## src/commit_pkg.sv

```systemverilog
package commit_pkg;

    // data word, also used for pc and address
    typedef logic [31:0] word_t;

    typedef logic [2:0] op_t;
    typedef logic [1:0] mem_size_t;
    typedef logic [3:0] byte_en_t;

    // cause.ExcCode
    typedef logic [4:0] exc_code_t;

    // external interrupt lines and their mask
    typedef logic [5:0] int_vec_t;

    // instruction kinds
    localparam op_t OP_NONE    = 3'd0;
    localparam op_t OP_ALU     = 3'd1;
    localparam op_t OP_LOAD    = 3'd2;
    localparam op_t OP_STORE   = 3'd3;
    localparam op_t OP_SYSCALL = 3'd4;
    localparam op_t OP_BREAK   = 3'd5;
    localparam op_t OP_ERET    = 3'd6;
    localparam op_t OP_WAIT    = 3'd7;

    // access sizes
    localparam mem_size_t SIZE_BYTE = 2'd0;
    localparam mem_size_t SIZE_HALF = 2'd1;
    localparam mem_size_t SIZE_WORD = 2'd2;

    // exception codes
    localparam exc_code_t EXC_INT  = 5'd0;
    localparam exc_code_t EXC_ADEL = 5'd4;
    localparam exc_code_t EXC_ADES = 5'd5;
    localparam exc_code_t EXC_SYS  = 5'd8;
    localparam exc_code_t EXC_BP   = 5'd9;
    localparam exc_code_t EXC_OV   = 5'd12;

    // general exception entry, relative to the vector base
    localparam word_t VEC_OFFSET = 32'h0000_0180;

endpackage

```

## src/commit_ctrl.sv

```systemverilog
`timescale 1ns/1ps

module commit_ctrl #(
    parameter commit_pkg::word_t EXC_BASE = 32'hBFC0_0200
) (
    input  logic                  mask,
    input  logic                  slot1_valid,
    input  logic                  slot0_valid,
    input  commit_pkg::op_t       slot1_op,
    input  commit_pkg::op_t       slot0_op,
    input  commit_pkg::word_t     slot1_pc,
    input  commit_pkg::word_t     slot0_pc,
    input  logic                  fault1,
    input  logic                  fault0,
    input  commit_pkg::exc_code_t fault_code1,
    input  commit_pkg::exc_code_t fault_code0,
    input  commit_pkg::word_t     fault_addr1,
    input  commit_pkg::word_t     fault_addr0,
    input  commit_pkg::int_vec_t  ext_int,
    input  commit_pkg::int_vec_t  int_mask,
    input  logic                  int_enable,
    input  logic                  exl,
    output logic                  kill1,
    output logic                  kill0,
    output logic                  mem_sel,
    output logic                  mem_en,
    output logic                  commit1,
    output logic                  commit0,
    output logic                  exception_valid,
    output commit_pkg::exc_code_t exception_code,
    output commit_pkg::word_t     epc,
    output commit_pkg::word_t     bad_vaddr,
    output commit_pkg::word_t     exc_vector,
    output logic                  wait_ex
);

    import commit_pkg::*;

    logic int_pending;
    logic int1;
    logic int0;
    logic exc_on1;
    logic exc_on0;
    logic is_mem1;
    logic is_mem0;

    assign int_pending = int_enable && !exl && ((ext_int & int_mask) != '0);

    // interrupt goes on the oldest live slot
    assign int1 = int_pending && slot1_valid && !kill1;
    assign int0 = int_pending && !slot1_valid && slot0_valid && !kill0;

    assign kill1 = mask;
    assign kill0 = mask || fault1 || int1 || (slot1_valid && slot1_op == OP_ERET);

    assign commit1 = slot1_valid && !kill1 && !fault1 && !int1;
    assign commit0 = slot0_valid && !kill0 && !fault0 && !int0;

    assign exc_on1 = int1 || fault1;
    assign exc_on0 = int0 || fault0;
    assign exception_valid = exc_on1 || exc_on0;

    // slot 1 wins, interrupt before fault
    always_comb
    begin
        if (int1)
            exception_code = EXC_INT;
        else if (fault1)
            exception_code = fault_code1;
        else if (int0)
            exception_code = EXC_INT;
        else
            exception_code = fault_code0;
    end

    assign epc = exc_on1 ? slot1_pc : slot0_pc;

    always_comb
    begin
        if (int1)
            bad_vaddr = '0;
        else if (fault1)
            bad_vaddr = fault_addr1;
        else if (int0)
            bad_vaddr = '0;
        else
            bad_vaddr = fault_addr0;
    end

    assign exc_vector = EXC_BASE + VEC_OFFSET;

    assign is_mem1 = (slot1_op == OP_LOAD) || (slot1_op == OP_STORE);
    assign is_mem0 = (slot0_op == OP_LOAD) || (slot0_op == OP_STORE);
    assign mem_sel = is_mem1;
    assign mem_en  = mem_sel ? (commit1 && is_mem1) : (commit0 && is_mem0);

    assign wait_ex = ((commit1 && slot1_op == OP_WAIT) || (commit0 && slot0_op == OP_WAIT))
                     && !exception_valid;

    always_comb
    begin
        if (exception_valid)
        begin
            assert (exc_on1 ? !commit1 : !commit0)
                else $error("excepting slot also commits");
        end
    end

endmodule

```

## src/commit_stage.sv

```systemverilog
`timescale 1ns/1ps

module commit_stage #(
    parameter commit_pkg::word_t EXC_BASE = 32'hBFC0_0200
) (
    input  logic                  clk,
    input  logic                  rst,
    input  logic                  mask,
    input  logic                  stall,
    input  logic                  slot1_valid,
    input  commit_pkg::op_t       slot1_op,
    input  commit_pkg::word_t     slot1_pc,
    input  commit_pkg::word_t     slot1_addr,
    input  commit_pkg::mem_size_t slot1_size,
    input  commit_pkg::word_t     slot1_wdata,
    input  logic                  slot1_overflow,
    input  logic                  slot0_valid,
    input  commit_pkg::op_t       slot0_op,
    input  commit_pkg::word_t     slot0_pc,
    input  commit_pkg::word_t     slot0_addr,
    input  commit_pkg::mem_size_t slot0_size,
    input  commit_pkg::word_t     slot0_wdata,
    input  logic                  slot0_overflow,
    input  commit_pkg::int_vec_t  ext_int,
    input  commit_pkg::int_vec_t  int_mask,
    input  logic                  int_enable,
    input  logic                  exl,
    input  logic                  dmem_addr_ok,
    output logic                  commit1,
    output logic                  commit0,
    output logic                  exception_valid,
    output commit_pkg::exc_code_t exception_code,
    output commit_pkg::word_t     epc,
    output commit_pkg::word_t     bad_vaddr,
    output commit_pkg::word_t     exc_vector,
    output logic                  wait_ex,
    output logic                  dmem_req,
    output commit_pkg::word_t     dmem_addr,
    output commit_pkg::mem_size_t dmem_size,
    output logic                  dmem_wt,
    output commit_pkg::word_t     dmem_wd,
    output commit_pkg::byte_en_t  dmem_byte_en,
    output logic                  mem_done
);

    import commit_pkg::*;

    logic      kill1;
    logic      kill0;
    logic      fault1;
    logic      fault0;
    exc_code_t fault_code1;
    exc_code_t fault_code0;
    word_t     fault_addr1;
    word_t     fault_addr0;
    logic      mem_sel;
    logic      mem_en;

    exception_checker chk1 (
        .clk        (clk),
        .rst        (rst),
        .kill       (kill1),
        .valid      (slot1_valid),
        .op         (slot1_op),
        .addr       (slot1_addr),
        .size       (slot1_size),
        .overflow   (slot1_overflow),
        .fault      (fault1),
        .fault_code (fault_code1),
        .fault_addr (fault_addr1)
    );

    exception_checker chk0 (
        .clk        (clk),
        .rst        (rst),
        .kill       (kill0),
        .valid      (slot0_valid),
        .op         (slot0_op),
        .addr       (slot0_addr),
        .size       (slot0_size),
        .overflow   (slot0_overflow),
        .fault      (fault0),
        .fault_code (fault_code0),
        .fault_addr (fault_addr0)
    );

    commit_ctrl #(
        .EXC_BASE (EXC_BASE)
    ) ctrl (
        .mask            (mask),
        .slot1_valid     (slot1_valid),
        .slot0_valid     (slot0_valid),
        .slot1_op        (slot1_op),
        .slot0_op        (slot0_op),
        .slot1_pc        (slot1_pc),
        .slot0_pc        (slot0_pc),
        .fault1          (fault1),
        .fault0          (fault0),
        .fault_code1     (fault_code1),
        .fault_code0     (fault_code0),
        .fault_addr1     (fault_addr1),
        .fault_addr0     (fault_addr0),
        .ext_int         (ext_int),
        .int_mask        (int_mask),
        .int_enable      (int_enable),
        .exl             (exl),
        .kill1           (kill1),
        .kill0           (kill0),
        .mem_sel         (mem_sel),
        .mem_en          (mem_en),
        .commit1         (commit1),
        .commit0         (commit0),
        .exception_valid (exception_valid),
        .exception_code  (exception_code),
        .epc             (epc),
        .bad_vaddr       (bad_vaddr),
        .exc_vector      (exc_vector),
        .wait_ex         (wait_ex)
    );

    store_formatter fmt (
        .clk          (clk),
        .mem_sel      (mem_sel),
        .slot1_op     (slot1_op),
        .slot0_op     (slot0_op),
        .slot1_addr   (slot1_addr),
        .slot0_addr   (slot0_addr),
        .slot1_size   (slot1_size),
        .slot0_size   (slot0_size),
        .slot1_wdata  (slot1_wdata),
        .slot0_wdata  (slot0_wdata),
        .dmem_addr    (dmem_addr),
        .dmem_size    (dmem_size),
        .dmem_wt      (dmem_wt),
        .dmem_wd      (dmem_wd),
        .dmem_byte_en (dmem_byte_en)
    );

    dmem_request req (
        .clk          (clk),
        .rst          (rst),
        .mask         (mask),
        .stall        (stall),
        .mem_en       (mem_en),
        .dmem_addr_ok (dmem_addr_ok),
        .dmem_req     (dmem_req),
        .mem_done     (mem_done)
    );

endmodule

```

## src/dmem_request.sv

```systemverilog
`timescale 1ns/1ps

module dmem_request (
    input  logic clk,
    input  logic rst,
    input  logic mask,
    input  logic stall,
    input  logic mem_en,
    input  logic dmem_addr_ok,
    output logic dmem_req,
    output logic mem_done
);

    // address accepted earlier in this stall
    logic addr_ok_held;

    always_ff @(posedge clk)
    begin
        if (rst || mask || !stall)
        begin
            addr_ok_held <= 1'b0;
        end
        else if (dmem_addr_ok)
        begin
            addr_ok_held <= 1'b1;
        end
    end

    assign dmem_req = mem_en && !addr_ok_held;

    // nothing to wait for, accepted now, or accepted before
    assign mem_done = !mem_en || dmem_addr_ok || addr_ok_held;

    // no second request for the same access while stalled
    assert property (@(posedge clk) disable iff (rst)
        (stall && dmem_addr_ok && !mask) ##1 stall |-> !dmem_req)
        else $error("request repeated after acceptance under stall");

endmodule

```

## src/exception_checker.sv

```systemverilog
`timescale 1ns/1ps

module exception_checker (
    input  logic                  clk,
    input  logic                  rst,
    input  logic                  kill,
    input  logic                  valid,
    input  commit_pkg::op_t       op,
    input  commit_pkg::word_t     addr,
    input  commit_pkg::mem_size_t size,
    input  logic                  overflow,
    output logic                  fault,
    output commit_pkg::exc_code_t fault_code,
    output commit_pkg::word_t     fault_addr
);

    import commit_pkg::*;

    logic live;
    logic misaligned;

    assign live = valid && !kill;

    // alignment by access size
    always_comb
    begin
        case (size)
            SIZE_BYTE: misaligned = 1'b0;
            SIZE_HALF: misaligned = addr[0];
            default:   misaligned = (addr[1:0] != 2'b00);
        endcase
    end

    always_comb
    begin
        fault      = 1'b0;
        fault_code = EXC_INT;
        fault_addr = '0;
        if (live)
        begin
            case (op)
                OP_ALU:
                begin
                    fault      = overflow;
                    fault_code = EXC_OV;
                end
                OP_SYSCALL:
                begin
                    fault      = 1'b1;
                    fault_code = EXC_SYS;
                end
                OP_BREAK:
                begin
                    fault      = 1'b1;
                    fault_code = EXC_BP;
                end
                OP_LOAD:
                begin
                    fault      = misaligned;
                    fault_code = EXC_ADEL;
                    fault_addr = misaligned ? addr : '0;
                end
                OP_STORE:
                begin
                    fault      = misaligned;
                    fault_code = EXC_ADES;
                    fault_addr = misaligned ? addr : '0;
                end
                default:
                begin
                    fault = 1'b0;
                end
            endcase
        end
    end

    // a killed slot never reports
    assert property (@(posedge clk) disable iff (rst) kill |-> !fault)
        else $error("fault raised on killed slot");

endmodule

```

## src/store_formatter.sv

```systemverilog
`timescale 1ns/1ps

module store_formatter (
    input  logic                  clk,
    input  logic                  mem_sel,
    input  commit_pkg::op_t       slot1_op,
    input  commit_pkg::op_t       slot0_op,
    input  commit_pkg::word_t     slot1_addr,
    input  commit_pkg::word_t     slot0_addr,
    input  commit_pkg::mem_size_t slot1_size,
    input  commit_pkg::mem_size_t slot0_size,
    input  commit_pkg::word_t     slot1_wdata,
    input  commit_pkg::word_t     slot0_wdata,
    output commit_pkg::word_t     dmem_addr,
    output commit_pkg::mem_size_t dmem_size,
    output logic                  dmem_wt,
    output commit_pkg::word_t     dmem_wd,
    output commit_pkg::byte_en_t  dmem_byte_en
);

    import commit_pkg::*;

    op_t      sel_op;
    word_t    sel_wdata;
    byte_en_t lanes;

    // mem_sel high picks slot 1
    assign sel_op    = mem_sel ? slot1_op : slot0_op;
    assign sel_wdata = mem_sel ? slot1_wdata : slot0_wdata;
    assign dmem_addr = mem_sel ? slot1_addr : slot0_addr;
    assign dmem_size = mem_sel ? slot1_size : slot0_size;
    assign dmem_wt   = (sel_op == OP_STORE);

    // replicate into every lane, enable only the addressed ones
    always_comb
    begin
        case (dmem_size)
            SIZE_BYTE:
            begin
                dmem_wd = {4{sel_wdata[7:0]}};
                lanes   = 4'b0001 << dmem_addr[1:0];
            end
            SIZE_HALF:
            begin
                dmem_wd = {2{sel_wdata[15:0]}};
                lanes   = dmem_addr[1] ? 4'b1100 : 4'b0011;
            end
            default:
            begin
                dmem_wd = sel_wdata;
                lanes   = 4'b1111;
            end
        endcase
    end

    assign dmem_byte_en = dmem_wt ? lanes : '0;

    assert property (@(posedge clk) dmem_wt |-> (dmem_byte_en != '0))
        else $error("store with no byte lanes enabled");

endmodule

```

## config.mk

```make
export PLATFORM = sky130hd
export DESIGN_NAME = commit_stage
export DESIGN_NICKNAME = d
export VERILOG_FILES = /design/src/commit_pkg.sv /design/src/commit_ctrl.sv /design/src/commit_stage.sv /design/src/dmem_request.sv /design/src/exception_checker.sv /design/src/store_formatter.sv
export SDC_FILE = /design/constraint.sdc
export NUM_CORES = 1
export LEC_CHECK = 0
export BUFFER_PORTS_ARGS = -buffer_cell sky130_fd_sc_hd__clkbuf_2
export CORE_AREA = 8 8 151 153
export CTS_BUF_LIST = sky130_fd_sc_hd__clkbuf_16
export CTS_CLUSTER_DIAMETER = 60
export DETAILED_ROUTE_END_ITERATION = 6
export DIE_AREA = 0 0 159 161
export PLACE_DENSITY = 0.47
export SYNTH_ARGS = -nofsm -noshare
export SYNTH_HDL_FRONTEND = slang
export SYNTH_HIERARCHICAL = 1
export SYNTH_SLANG_ARGS = --single-unit
export TNS_END_PERCENT = 30
```

## constraint.sdc

```tcl
create_clock -name clk -period 3.34 [get_ports clk]
set_input_delay 0.501 -clock clk [delete_from_list [all_inputs] [get_ports clk]]
set_output_delay 0.501 -clock clk [all_outputs]
set_load 0.01 [all_outputs]
```

==> flow_metrics.env, run 1 <==
export IMPL_outcome="finished, final reports clean"
export IMPL_antenna_found_initial=0
export IMPL_synth_top_cell_by_area="mux2_2"
export IMPL_irDropWorstVdd_v=0.0000743
export IMPL_post_place_ws_ps=-2.61
export IMPL_maxCapViolCount=0
export IMPL_synth_simple_area_share=0.257
export IMPL_synth_mux_area_frac=0.289
export IMPL_p_sw_uw=370
export IMPL_drt_vias_per_instance=4.33
export IMPL_worstMarginPinSlew_ps=809
export IMPL_via_count=4818
export IMPL_grt_pass1_vias=5187
export IMPL_grt_pass1_wl_um=29500
export IMPL_hold_class="flop to flop"
export IMPL_finalHoldViolCount=0
export IMPL_insertion_delay_ps=0
export IMPL_worst_setup_path_type="input port to output pin"
export IMPL_avgSynthCellArea_um2=7.55
export IMPL_synth_xor_area_frac=0.00477
export IMPL_largest_register="req/addr_ok_held"
export IMPL_largest_reg_flops=1
export IMPL_fmax_mhz=313
export IMPL_initial_core_util=0.179
export IMPL_drt_iter0_drc=184
export IMPL_syn_instance_count=486
export IMPL_clkSlewWorstSetupHoldPaths_ps=0
export IMPL_drt_wl_total_um=19300
export IMPL_core_region_area_um2=20600
export IMPL_hold_buffers=0
export IMPL_synthFlopType="dfxtp_1"
export IMPL_grt_overflow=0
export IMPL_rsz0062_at_grt="true"
export IMPL_crit_path_max_fanout=16
export IMPL_netlist_area_um2=3670
export IMPL_synth_cell_type_count=59
export IMPL_end_kind="output pin"
export IMPL_cp_arrival_ps=2690
export IMPL_yosys_top_cells_count="mux2_2 (72), and2_2 (56), a21oi_1 (50)"
export IMPL_utilization=0.286
export IMPL_synth_adder_area_share=0.0136
export IMPL_seqPwrFrac=0.018
export IMPL_p_leak_nw=2.97
export IMPL_port_buffers=368
export IMPL_grt_max_degree=78
export IMPL_ys_warn_count=6
export IMPL_p_clk_frac=0
export IMPL_grt_usage=0.138
export IMPL_reg_largest_list="req/addr_ok_held x1"
export IMPL_min_period_over_period=0.955
export IMPL_routedWlPerCell_um=17.4
export IMPL_synth_ff_latch_count=1
export IMPL_hpwlAfterDp_um=16300
export IMPL_async_flop_share=0
export IMPL_drt_pass1_iterations=4
export IMPL_pin_count=403
export IMPL_synth_edf_count=0
export IMPL_swShare=0.518
export IMPL_drc=0
export IMPL_synth_compound_area_share=0.262
export IMPL_place_congestion=0.796
export IMPL_ys_top_cells_by_area="mux2_2 (22%), and2_2 (11%), buf_4 (8.6%), a211oi_1 (8.0%), a21oi_1 (6.8%)"
export IMPL_setup_slack_ps=149
export IMPL_die_h_um=161
export IMPL_nets=1068
export IMPL_relSlewSlack=0.460
export IMPL_fin_crit_ps=3190
export IMPL_synth_top_area_frac=0.221
export IMPL_setup_violations=0
export IMPL_skew_ps=0
export IMPL_drive_above_1_share=0.683
export IMPL_ant_nets=0
export IMPL_p_per_area_nw_per_um2=122
export IMPL_slew_violations=0
export IMPL_yosysSeqAreaShare=0.00545
export IMPL_area_delta_synth_final_pct=60.2
export IMPL_dieArea_um2=25600
export IMPL_die_w_um=159
export IMPL_synth_top_family_by_area="multiplexers"
export IMPL_cp_required_ps=2840
export IMPL_setup_tns_ps=0
export IMPL_yosysMostFrequentCell="mux2_2"
export IMPL_cp_start_kind="input port"
export IMPL_num_antenna_cells=0
export IMPL_p_int_uw=344
export IMPL_combPwrFrac=0.982
export IMPL_rows=53
cell type report:
cell class	count	area [um2]
Fill cell	2309	14700
Multi-Input combinational cell	425	3340
Timing Repair Buffer	393	2110
Tap cell	275	344
Inverter	18	67.6
Sequential cell	1	20.0
cell usage in the layout (no fill, tap or decap), types with 5 or more instances in the layout:
master and count:
conb_1 36, and2_2 56, a21oi_1 50, buf_2 18, nor2_1 5, inv_1 17, mux2i_1 22, a211oi_1 12
mux2_2 72, a211oi_2 27, buf_4 20, o221ai_1 14, nand2_1 44, clkbuf_2 349, and2_1 8, o21ai_0 11
cell families (layout without fill, tap and decap cells):
logic type,after synthesis,in the layout
other,4,36
AO/OA/AOI/OAI,137,137
AND/OR/NAND/NOR,150,150
XOR/XNOR,2,2
multiplexers,96,96
adder cells (fa/ha/maj),4,4
buffers and inverters,92,411
flip-flops,1,1
metrics by stage:
stage          instances  area, um2  hold WS (ps)  total power, mW
5_1_grt             1112       5880           620            0.782
6_report            1112       5880           565            0.715
2_1_floorplan        518       3920           538            0.406
4_1_cts             1111       5860           561            0.724
3_5_place_dp        1109       5820           561            0.717
3_3_place_gp        1109       5820           566            0.720
worst paths after layout:
path | startpoint | endpoint | slack (ps) | cells after the start
worst max register to register | req/addr_ok_held$_SDFFE_PP0P_ | req/addr_ok_held$_SDFFE_PP0P_ | 2700 | 2
worst min-delay path | req/addr_ok_held$_SDFFE_PP0P_ | req/addr_ok_held$_SDFFE_PP0P_ | 560 | 2
worst max-delay path | slot1_op[2] | bad_vaddr[6] | 150 | 15
worst min register to register | req/addr_ok_held$_SDFFE_PP0P_ | req/addr_ok_held$_SDFFE_PP0P_ | 560 | 2
power groups by stage:
| stage | combinational (mW) | clock [mW] | sequential (mW) |
|---|---|---|---|
| floorplan | 0.393 | 0 | 0.0127 |
| global placement | 0.707 | 0 | 0.0127 |
| detailed placement | 0.705 | 0 | 0.0127 |
| CTS | 0.711 | 0 | 0.0127 |
| global route | 0.769 | 0 | 0.0127 |
| finish | 0.702 | 0 | 0.0127 |
critical path, cell delays in order:
cell      delay [ps]
clkbuf_2         110
inv_1             50
ha_1             170
inv_1             70
a21oi_1           40
o31a_2           310
nor2_2           100
nand3b_1          90
nand2b_4         160
a211oi_4         280
buf_6            230
and2_2           160
a21oi_1           40
a211oi_2         200
buf_2            170
timing repair:
action / CTS / global route
endpoints found under the setup margin: 1 / 35
buffers inserted: 1 / 2
pin swaps: 1 / 15
endpoints found under the hold margin: 0 / 0
cloned: 1 / 0
resized for setup: 2 / 27
layer usage:
layer | part of all wire | global-route usage
met1 | 0.40 | 0.155
met2 | 0.50 | 0.253
met3 | 0.090 | 0.0456
met4 | 0.011 | 0.0202
met5 | 0 | 0
(Power assumes the default switching activity.)
==> inputs of run 2 (changes only) <==
- RECOVER_POWER: unset -> 50
==> run 2 against run 1 <==
Net effect: worst hold slack got worse by 22 ps; critical path type unchanged; register-to-register slack got worse by 30 ps; combinational power fell by 2%; sequential share of layout area barely moved; setup slack improved by 3.2 ps; critical path depth fell by 3; cell count did not move; highest routed layer unchanged; first-iteration DRC count rose by 3.8%.
==> flow_metrics.env, run 2 (synthesized netlist as in run 1, its figures left out) <==
export IMPL_die_w_um=159
export IMPL_whs_ps=543
export IMPL_largest_register="req/addr_ok_held"
export IMPL_worstHoldStart="req/addr_ok_held$_SDFFE_PP0P_"
export IMPL_worstReg2RegEnd="req/addr_ok_held$_SDFFE_PP0P_"
export IMPL_drc=0
export IMPL_min_period_over_period=0.954
export IMPL_setup_violations=0
export IMPL_initial_core_util=0.179
export IMPL_outcome="finished, final reports clean"
export IMPL_grt_overflow=0
export IMPL_reg2reg_from="req/addr_ok_held$_SDFFE_PP0P_"
export IMPL_layout_common_cells="clkbuf_2 (317), mux2_2 (67), and2_2 (56)"
export IMPL_cp_arrival_ps=2690
export IMPL_drt_vias_per_instance=4.32
export IMPL_drt_iter0_drc=191
export IMPL_slew_violations=0
export IMPL_pin_count=403
export IMPL_grt_max_degree=78
export IMPL_relSlewSlack=0.457
export IMPL_end_kind="output pin"
export IMPL_rsz0062_at_grt="true"
export IMPL_grt_pass1_wl_um=29500
export IMPL_setup_slack_ps=152
export IMPL_crit_path_max_fanout=77
export IMPL_ant_nets=0
export IMPL_die_h_um=161
export IMPL_drive_above_1_share=0.633
export IMPL_dieArea_um2=25600
export IMPL_hold_class="flop to flop"
export IMPL_via_count=4802
export IMPL_rows=53
export IMPL_hold_depth=2
export IMPL_drt_pass1_iterations=4
export IMPL_insertion_delay_ps=0
export IMPL_grt_usage=0.138
export IMPL_core_region_area_um2=20600
export IMPL_routedWlPerCell_um=17.4
export IMPL_reg_largest_list="req/addr_ok_held x1"
export IMPL_skew_ps=0
export IMPL_hpwlAfterDp_um=16300
export IMPL_whs_endpoint="req/addr_ok_held$_SDFFE_PP0P_"
export IMPL_largest_reg_flops=1
export IMPL_finalHoldViolCount=0
export IMPL_cp_start_kind="input port"
export IMPL_worstMarginPinSlew_ps=812
export IMPL_maxCapViolCount=0
export IMPL_clkSlewWorstSetupHoldPaths_ps=0
export IMPL_fillers=2334
export IMPL_fmax_mhz=314
export IMPL_worst_setup_path_type="input port to output pin"
export IMPL_port_buffers=368
export IMPL_crit_start="slot1_op[2]"
export IMPL_grt_pass1_vias=5187
export IMPL_fin_crit_ps=3190
export IMPL_post_place_ws_ps=-2.61
export IMPL_r2r_setup_slack_ps=2670
export IMPL_p_leak_nw=2.87
export IMPL_cp_required_ps=2840
export IMPL_num_antenna_cells=0
export IMPL_p_per_area_nw_per_um2=121
export IMPL_antenna_found_initial=0
export IMPL_final_common_cell="clkbuf_2"
export IMPL_place_congestion=0.796
export IMPL_r2r_cells=2
export IMPL_irDropWorstVdd_v=0.0000734
export IMPL_area_delta_synth_final_pct=58.6
export IMPL_nets=1068
export IMPL_drt_wl_total_um=19300
-- run 2: cell types whose count changed in the layout (fill, tap and decap cells not counted), moves of 2 or more --
cell,previous run,this run
mux2_2,72,67
mux2_1,0,5
clkbuf_2,349,317
clkbuf_1,0,34
buf_4,20,18
-- run 2: worst max-delay path, cell delays in order --
cell and delay (ps):
clkbuf_2 110, buf_4 150, or3b_4 370, a21oi_1 150, o31a_2 180, buf_4 130
buf_16 230, inv_1 150, o41ai_4 130, buf_12 260, a211oi_2 100, buf_2 170
-- run 2: metrics by stage --
| step | util | setup TNS, ps | std cells | total power [mW] | area, um2 |
|---|---|---|---|---|---|
| final | 0.283 | 0 | 1112 | 0.703 | 5820 |
| after global routing | 0.283 | -626 | 1112 | 0.770 | 5820 |
| after CTS | 0.285 | 0 | 1111 | 0.724 | 5860 |
| after detailed placement | 0.283 | -2.61 | 1109 | 0.717 | 5820 |
| after global placement | 0.283 | 0 | 1109 | 0.720 | 5820 |
| after floorplan | - | -144 | 518 | 0.406 | 3920 |
-- run 2: how the worst max path moves through the flow --
stage / end / slack (ps) / cells past startpoint
5_1_grt: bad_vaddr[12] / -50 / 12
3_5_place_dp: bad_vaddr[31] / -3 / 15
6_report: bad_vaddr[12] / 150 / 12
2_1_floorplan: bad_vaddr[28] / -30 / 15
4_1_cts: bad_vaddr[29] / 20 / 16
3_3_place_gp: bad_vaddr[26] / 80 / 15
-- run 2: area by class of cell --
cell class              instances  area, um2  share of cell area
multi-input cells             425       3330               0.572
flip-flops and latches          1       20.0             0.00344
well taps                     275        344              0.0591
inverters                      18       67.6              0.0116
repair buffers                393       2060               0.354
-- run 2: power breakdown --
group / leakage [nW] / internal, mW / switching (mW)
Clock: 0 / 0 / 0
Combinational: 2.86 / 0.321 / 0.370
Sequential: 0.00814 / 0.0125 / 0.000125
-- run 2: routing by layer --
| layer | up-vias | global-route usage | wire length (um) |
|---|---|---|---|
| li1 | 2408 | - | - |
| met1 | 2163 | 0.155 | 7720 |
| met2 | 217 | 0.253 | 9620 |
| met3 | 14 | 0.0456 | 1760 |
| met4 | 0 | 0.0202 | 224 |
| met5 | - | 0 | 0 |
-- run 2: what timing repair did --
| action | 4_1_cts | 5_1_grt |
|---|---|---|
| gates cloned | 1 | 0 |
| hold buffers | 0 | 0 |
| resized for setup | 2 | 27 |
| setup buffers | 1 | 2 |
| pin swaps | 1 | 15 |
| hold endpoints to repair | 0 | 0 |
| endpoints found under the setup margin | 1 | 35 |
==> inputs of run 3 (changes only) <==
- CELL_PAD_IN_SITES_DETAIL_PLACEMENT: unset -> 1
- CELL_PAD_IN_SITES_GLOBAL_PLACEMENT: unset -> 1
- CORE_AREA: 8 8 151 153 -> 3 3 157 159
- CTS_BUF_LIST: sky130_fd_sc_hd__clkbuf_16 -> sky130_fd_sc_hd__clkbuf_4
- DIE_AREA: 0 0 159 161 -> 0 0 160 162
- PLACE_DENSITY: 0.47 -> 0.61
==> run 3 against run 2 <==
Net effect: fmax decreased by 2.6%; total power is 1.2% higher; setup slack lost 85 ps; design area grew 1.6%; critical path type unchanged; critical endpoint is now bad_vaddr[8]; highest routed layer unchanged.
==> flow_metrics.env, run 3 (synthesized netlist as in run 1, its figures left out) <==
export IMPL_port_buffers=368
export IMPL_die_w_um=160
export IMPL_grt_max_degree=78
export IMPL_end_kind="output pin"
export IMPL_setup_slack_ps=67.3
export IMPL_irDropWorstVdd_v=0.0000582
export IMPL_insertion_delay_ps=0
export IMPL_cp_arrival_ps=2770
export IMPL_drc=0
export IMPL_outcome="finished, final reports clean"
export IMPL_grt_usage=0.137
export IMPL_dieArea_um2=25900
export IMPL_post_place_ws_ps=-201
export IMPL_rsz0062_at_grt="true"
export IMPL_fin_crit_ps=3270
export IMPL_p_per_area_nw_per_um2=120
export IMPL_antenna_found_initial=0
export IMPL_min_period_over_period=0.980
export IMPL_rows=56
export IMPL_hpwlAfterDp_um=16500
export IMPL_final_common_cell="clkbuf_2"
export IMPL_drt_pass1_iterations=4
export IMPL_worstMarginPinSlew_ps=716
export IMPL_cp_start_kind="input port"
export IMPL_nets=1070
export IMPL_place_congestion=0.801
export IMPL_fmax_mhz=306
export IMPL_reg_largest_list="req/addr_ok_held x1"
export IMPL_grt_pass1_wl_um=29400
export IMPL_slew_violations=0
export IMPL_die_h_um=162
export IMPL_routedWlPerCell_um=17.3
export IMPL_via_count=4894
export IMPL_whs_ps=555
export IMPL_drt_vias_per_instance=4.23
export IMPL_num_antenna_cells=0
export IMPL_largest_reg_flops=1
export IMPL_ant_nets=0
export IMPL_drt_iter0_drc=215
export IMPL_largest_register="req/addr_ok_held"
export IMPL_fillers=3001
export IMPL_drt_wl_total_um=20000
export IMPL_core_region_area_um2=23400
export IMPL_finalHoldViolCount=0
export IMPL_pin_count=403
export IMPL_p_leak_nw=2.90
export IMPL_drive_above_1_share=0.651
export IMPL_relSlewSlack=0.522
export IMPL_cp_required_ps=2840
export IMPL_initial_core_util=0.157
export IMPL_worst_setup_path_type="input port to output pin"
export IMPL_clkSlewWorstSetupHoldPaths_ps=0
export IMPL_crit_path_max_fanout=8
export IMPL_area_delta_synth_final_pct=61.1
export IMPL_skew_ps=0
export IMPL_setup_violations=0
export IMPL_setup_tns_ps=0
export IMPL_hold_class="flop to flop"
export IMPL_layout_common_cells="clkbuf_2 (342), mux2_2 (68), and2_2 (56)"
export IMPL_maxCapViolCount=0
export IMPL_grt_pass1_vias=5079
export IMPL_hold_buffers=0
export IMPL_grt_overflow=0
[run 3: cell count changes in the layout (fill, tap and decap cells not counted), moves of 2 or more]
cell,delta
buf_4,+2
inv_1,-2
buf_2,-13
buf_6,+2
clkbuf_2,+25
clkbuf_1,-14
inv_2,+2
clkbuf_16,+2
[run 3: layer usage]
metal / up-vias / GRT usage / wire [um]
li1: 2406 / - / -
met3: 3 / 0.0189 / 1140
met2: 184 / 0.252 / 10200
met4: 0 / 0.000789 / 70
met1: 2301 / 0.181 / 8620
met5: - / 0 / 0
[run 3: area by class of cell]
| cell class | instances | area, um2 | area share |
|---|---|---|---|
| Inverter | 18 | 67.6 | 0.0114 |
| Timing Repair Buffer | 395 | 2110 | 0.356 |
| Sequential cell | 1 | 20.0 | 0.00338 |
| Multi-Input combinational cell | 425 | 3320 | 0.562 |
| Tap cell | 319 | 399 | 0.0675 |
[run 3: timing repair]
item                       CTS  global route
buffers inserted             0             3
pin swaps                    4             6
gates cloned                 0             3
setup endpoints to repair    5            37
gates resized for setup      2            15
[run 3: power breakdown]
| part | internal [mW] | switching (mW) |
|---|---|---|
| Sequential | 0.0125 | 0.000134 |
| Combinational | 0.323 | 0.376 |
| Clock | 0 | 0 |
[run 3: per-stage QoR]
step | power (mW) | area (um2) | utilization | std cells
final | 0.711 | 5920 | 0.253 | 1158
after global routing | 0.781 | 5920 | 0.253 | 1158
after CTS | 0.723 | 5850 | 0.250 | 1152
after detailed placement | 0.719 | 5840 | 0.250 | 1152
after global placement | 0.712 | 5840 | 0.250 | 1152
after floorplan | 0.406 | 3920 | - | 518
[run 3: critical path: stages]
cell and delay (ps):
clkbuf_2 120, or3b_1 230, nor2_1 60, o31a_2 360
nor2_2 110, nand3b_1 80, nand2b_4 170, a211oi_4 230
buf_6 180, clkbuf_16 150, and2_2 140, a21oi_1 50
a211oi_2 220, clkbuf_2 170
[run 3: path summary, 6_finish.rpt]
kind | from | endpoint | slack (ps) | cells after the start
worst max-delay path | slot1_op[0] | bad_vaddr[8] | 70 | 14
worst min-delay path | req/addr_ok_held$_SDFFE_PP0P_ | req/addr_ok_held$_SDFFE_PP0P_ | 550 | 2
worst max register to register | req/addr_ok_held$_SDFFE_PP0P_ | req/addr_ok_held$_SDFFE_PP0P_ | 2660 | 2
worst min register to register | req/addr_ok_held$_SDFFE_PP0P_ | req/addr_ok_held$_SDFFE_PP0P_ | 550 | 2
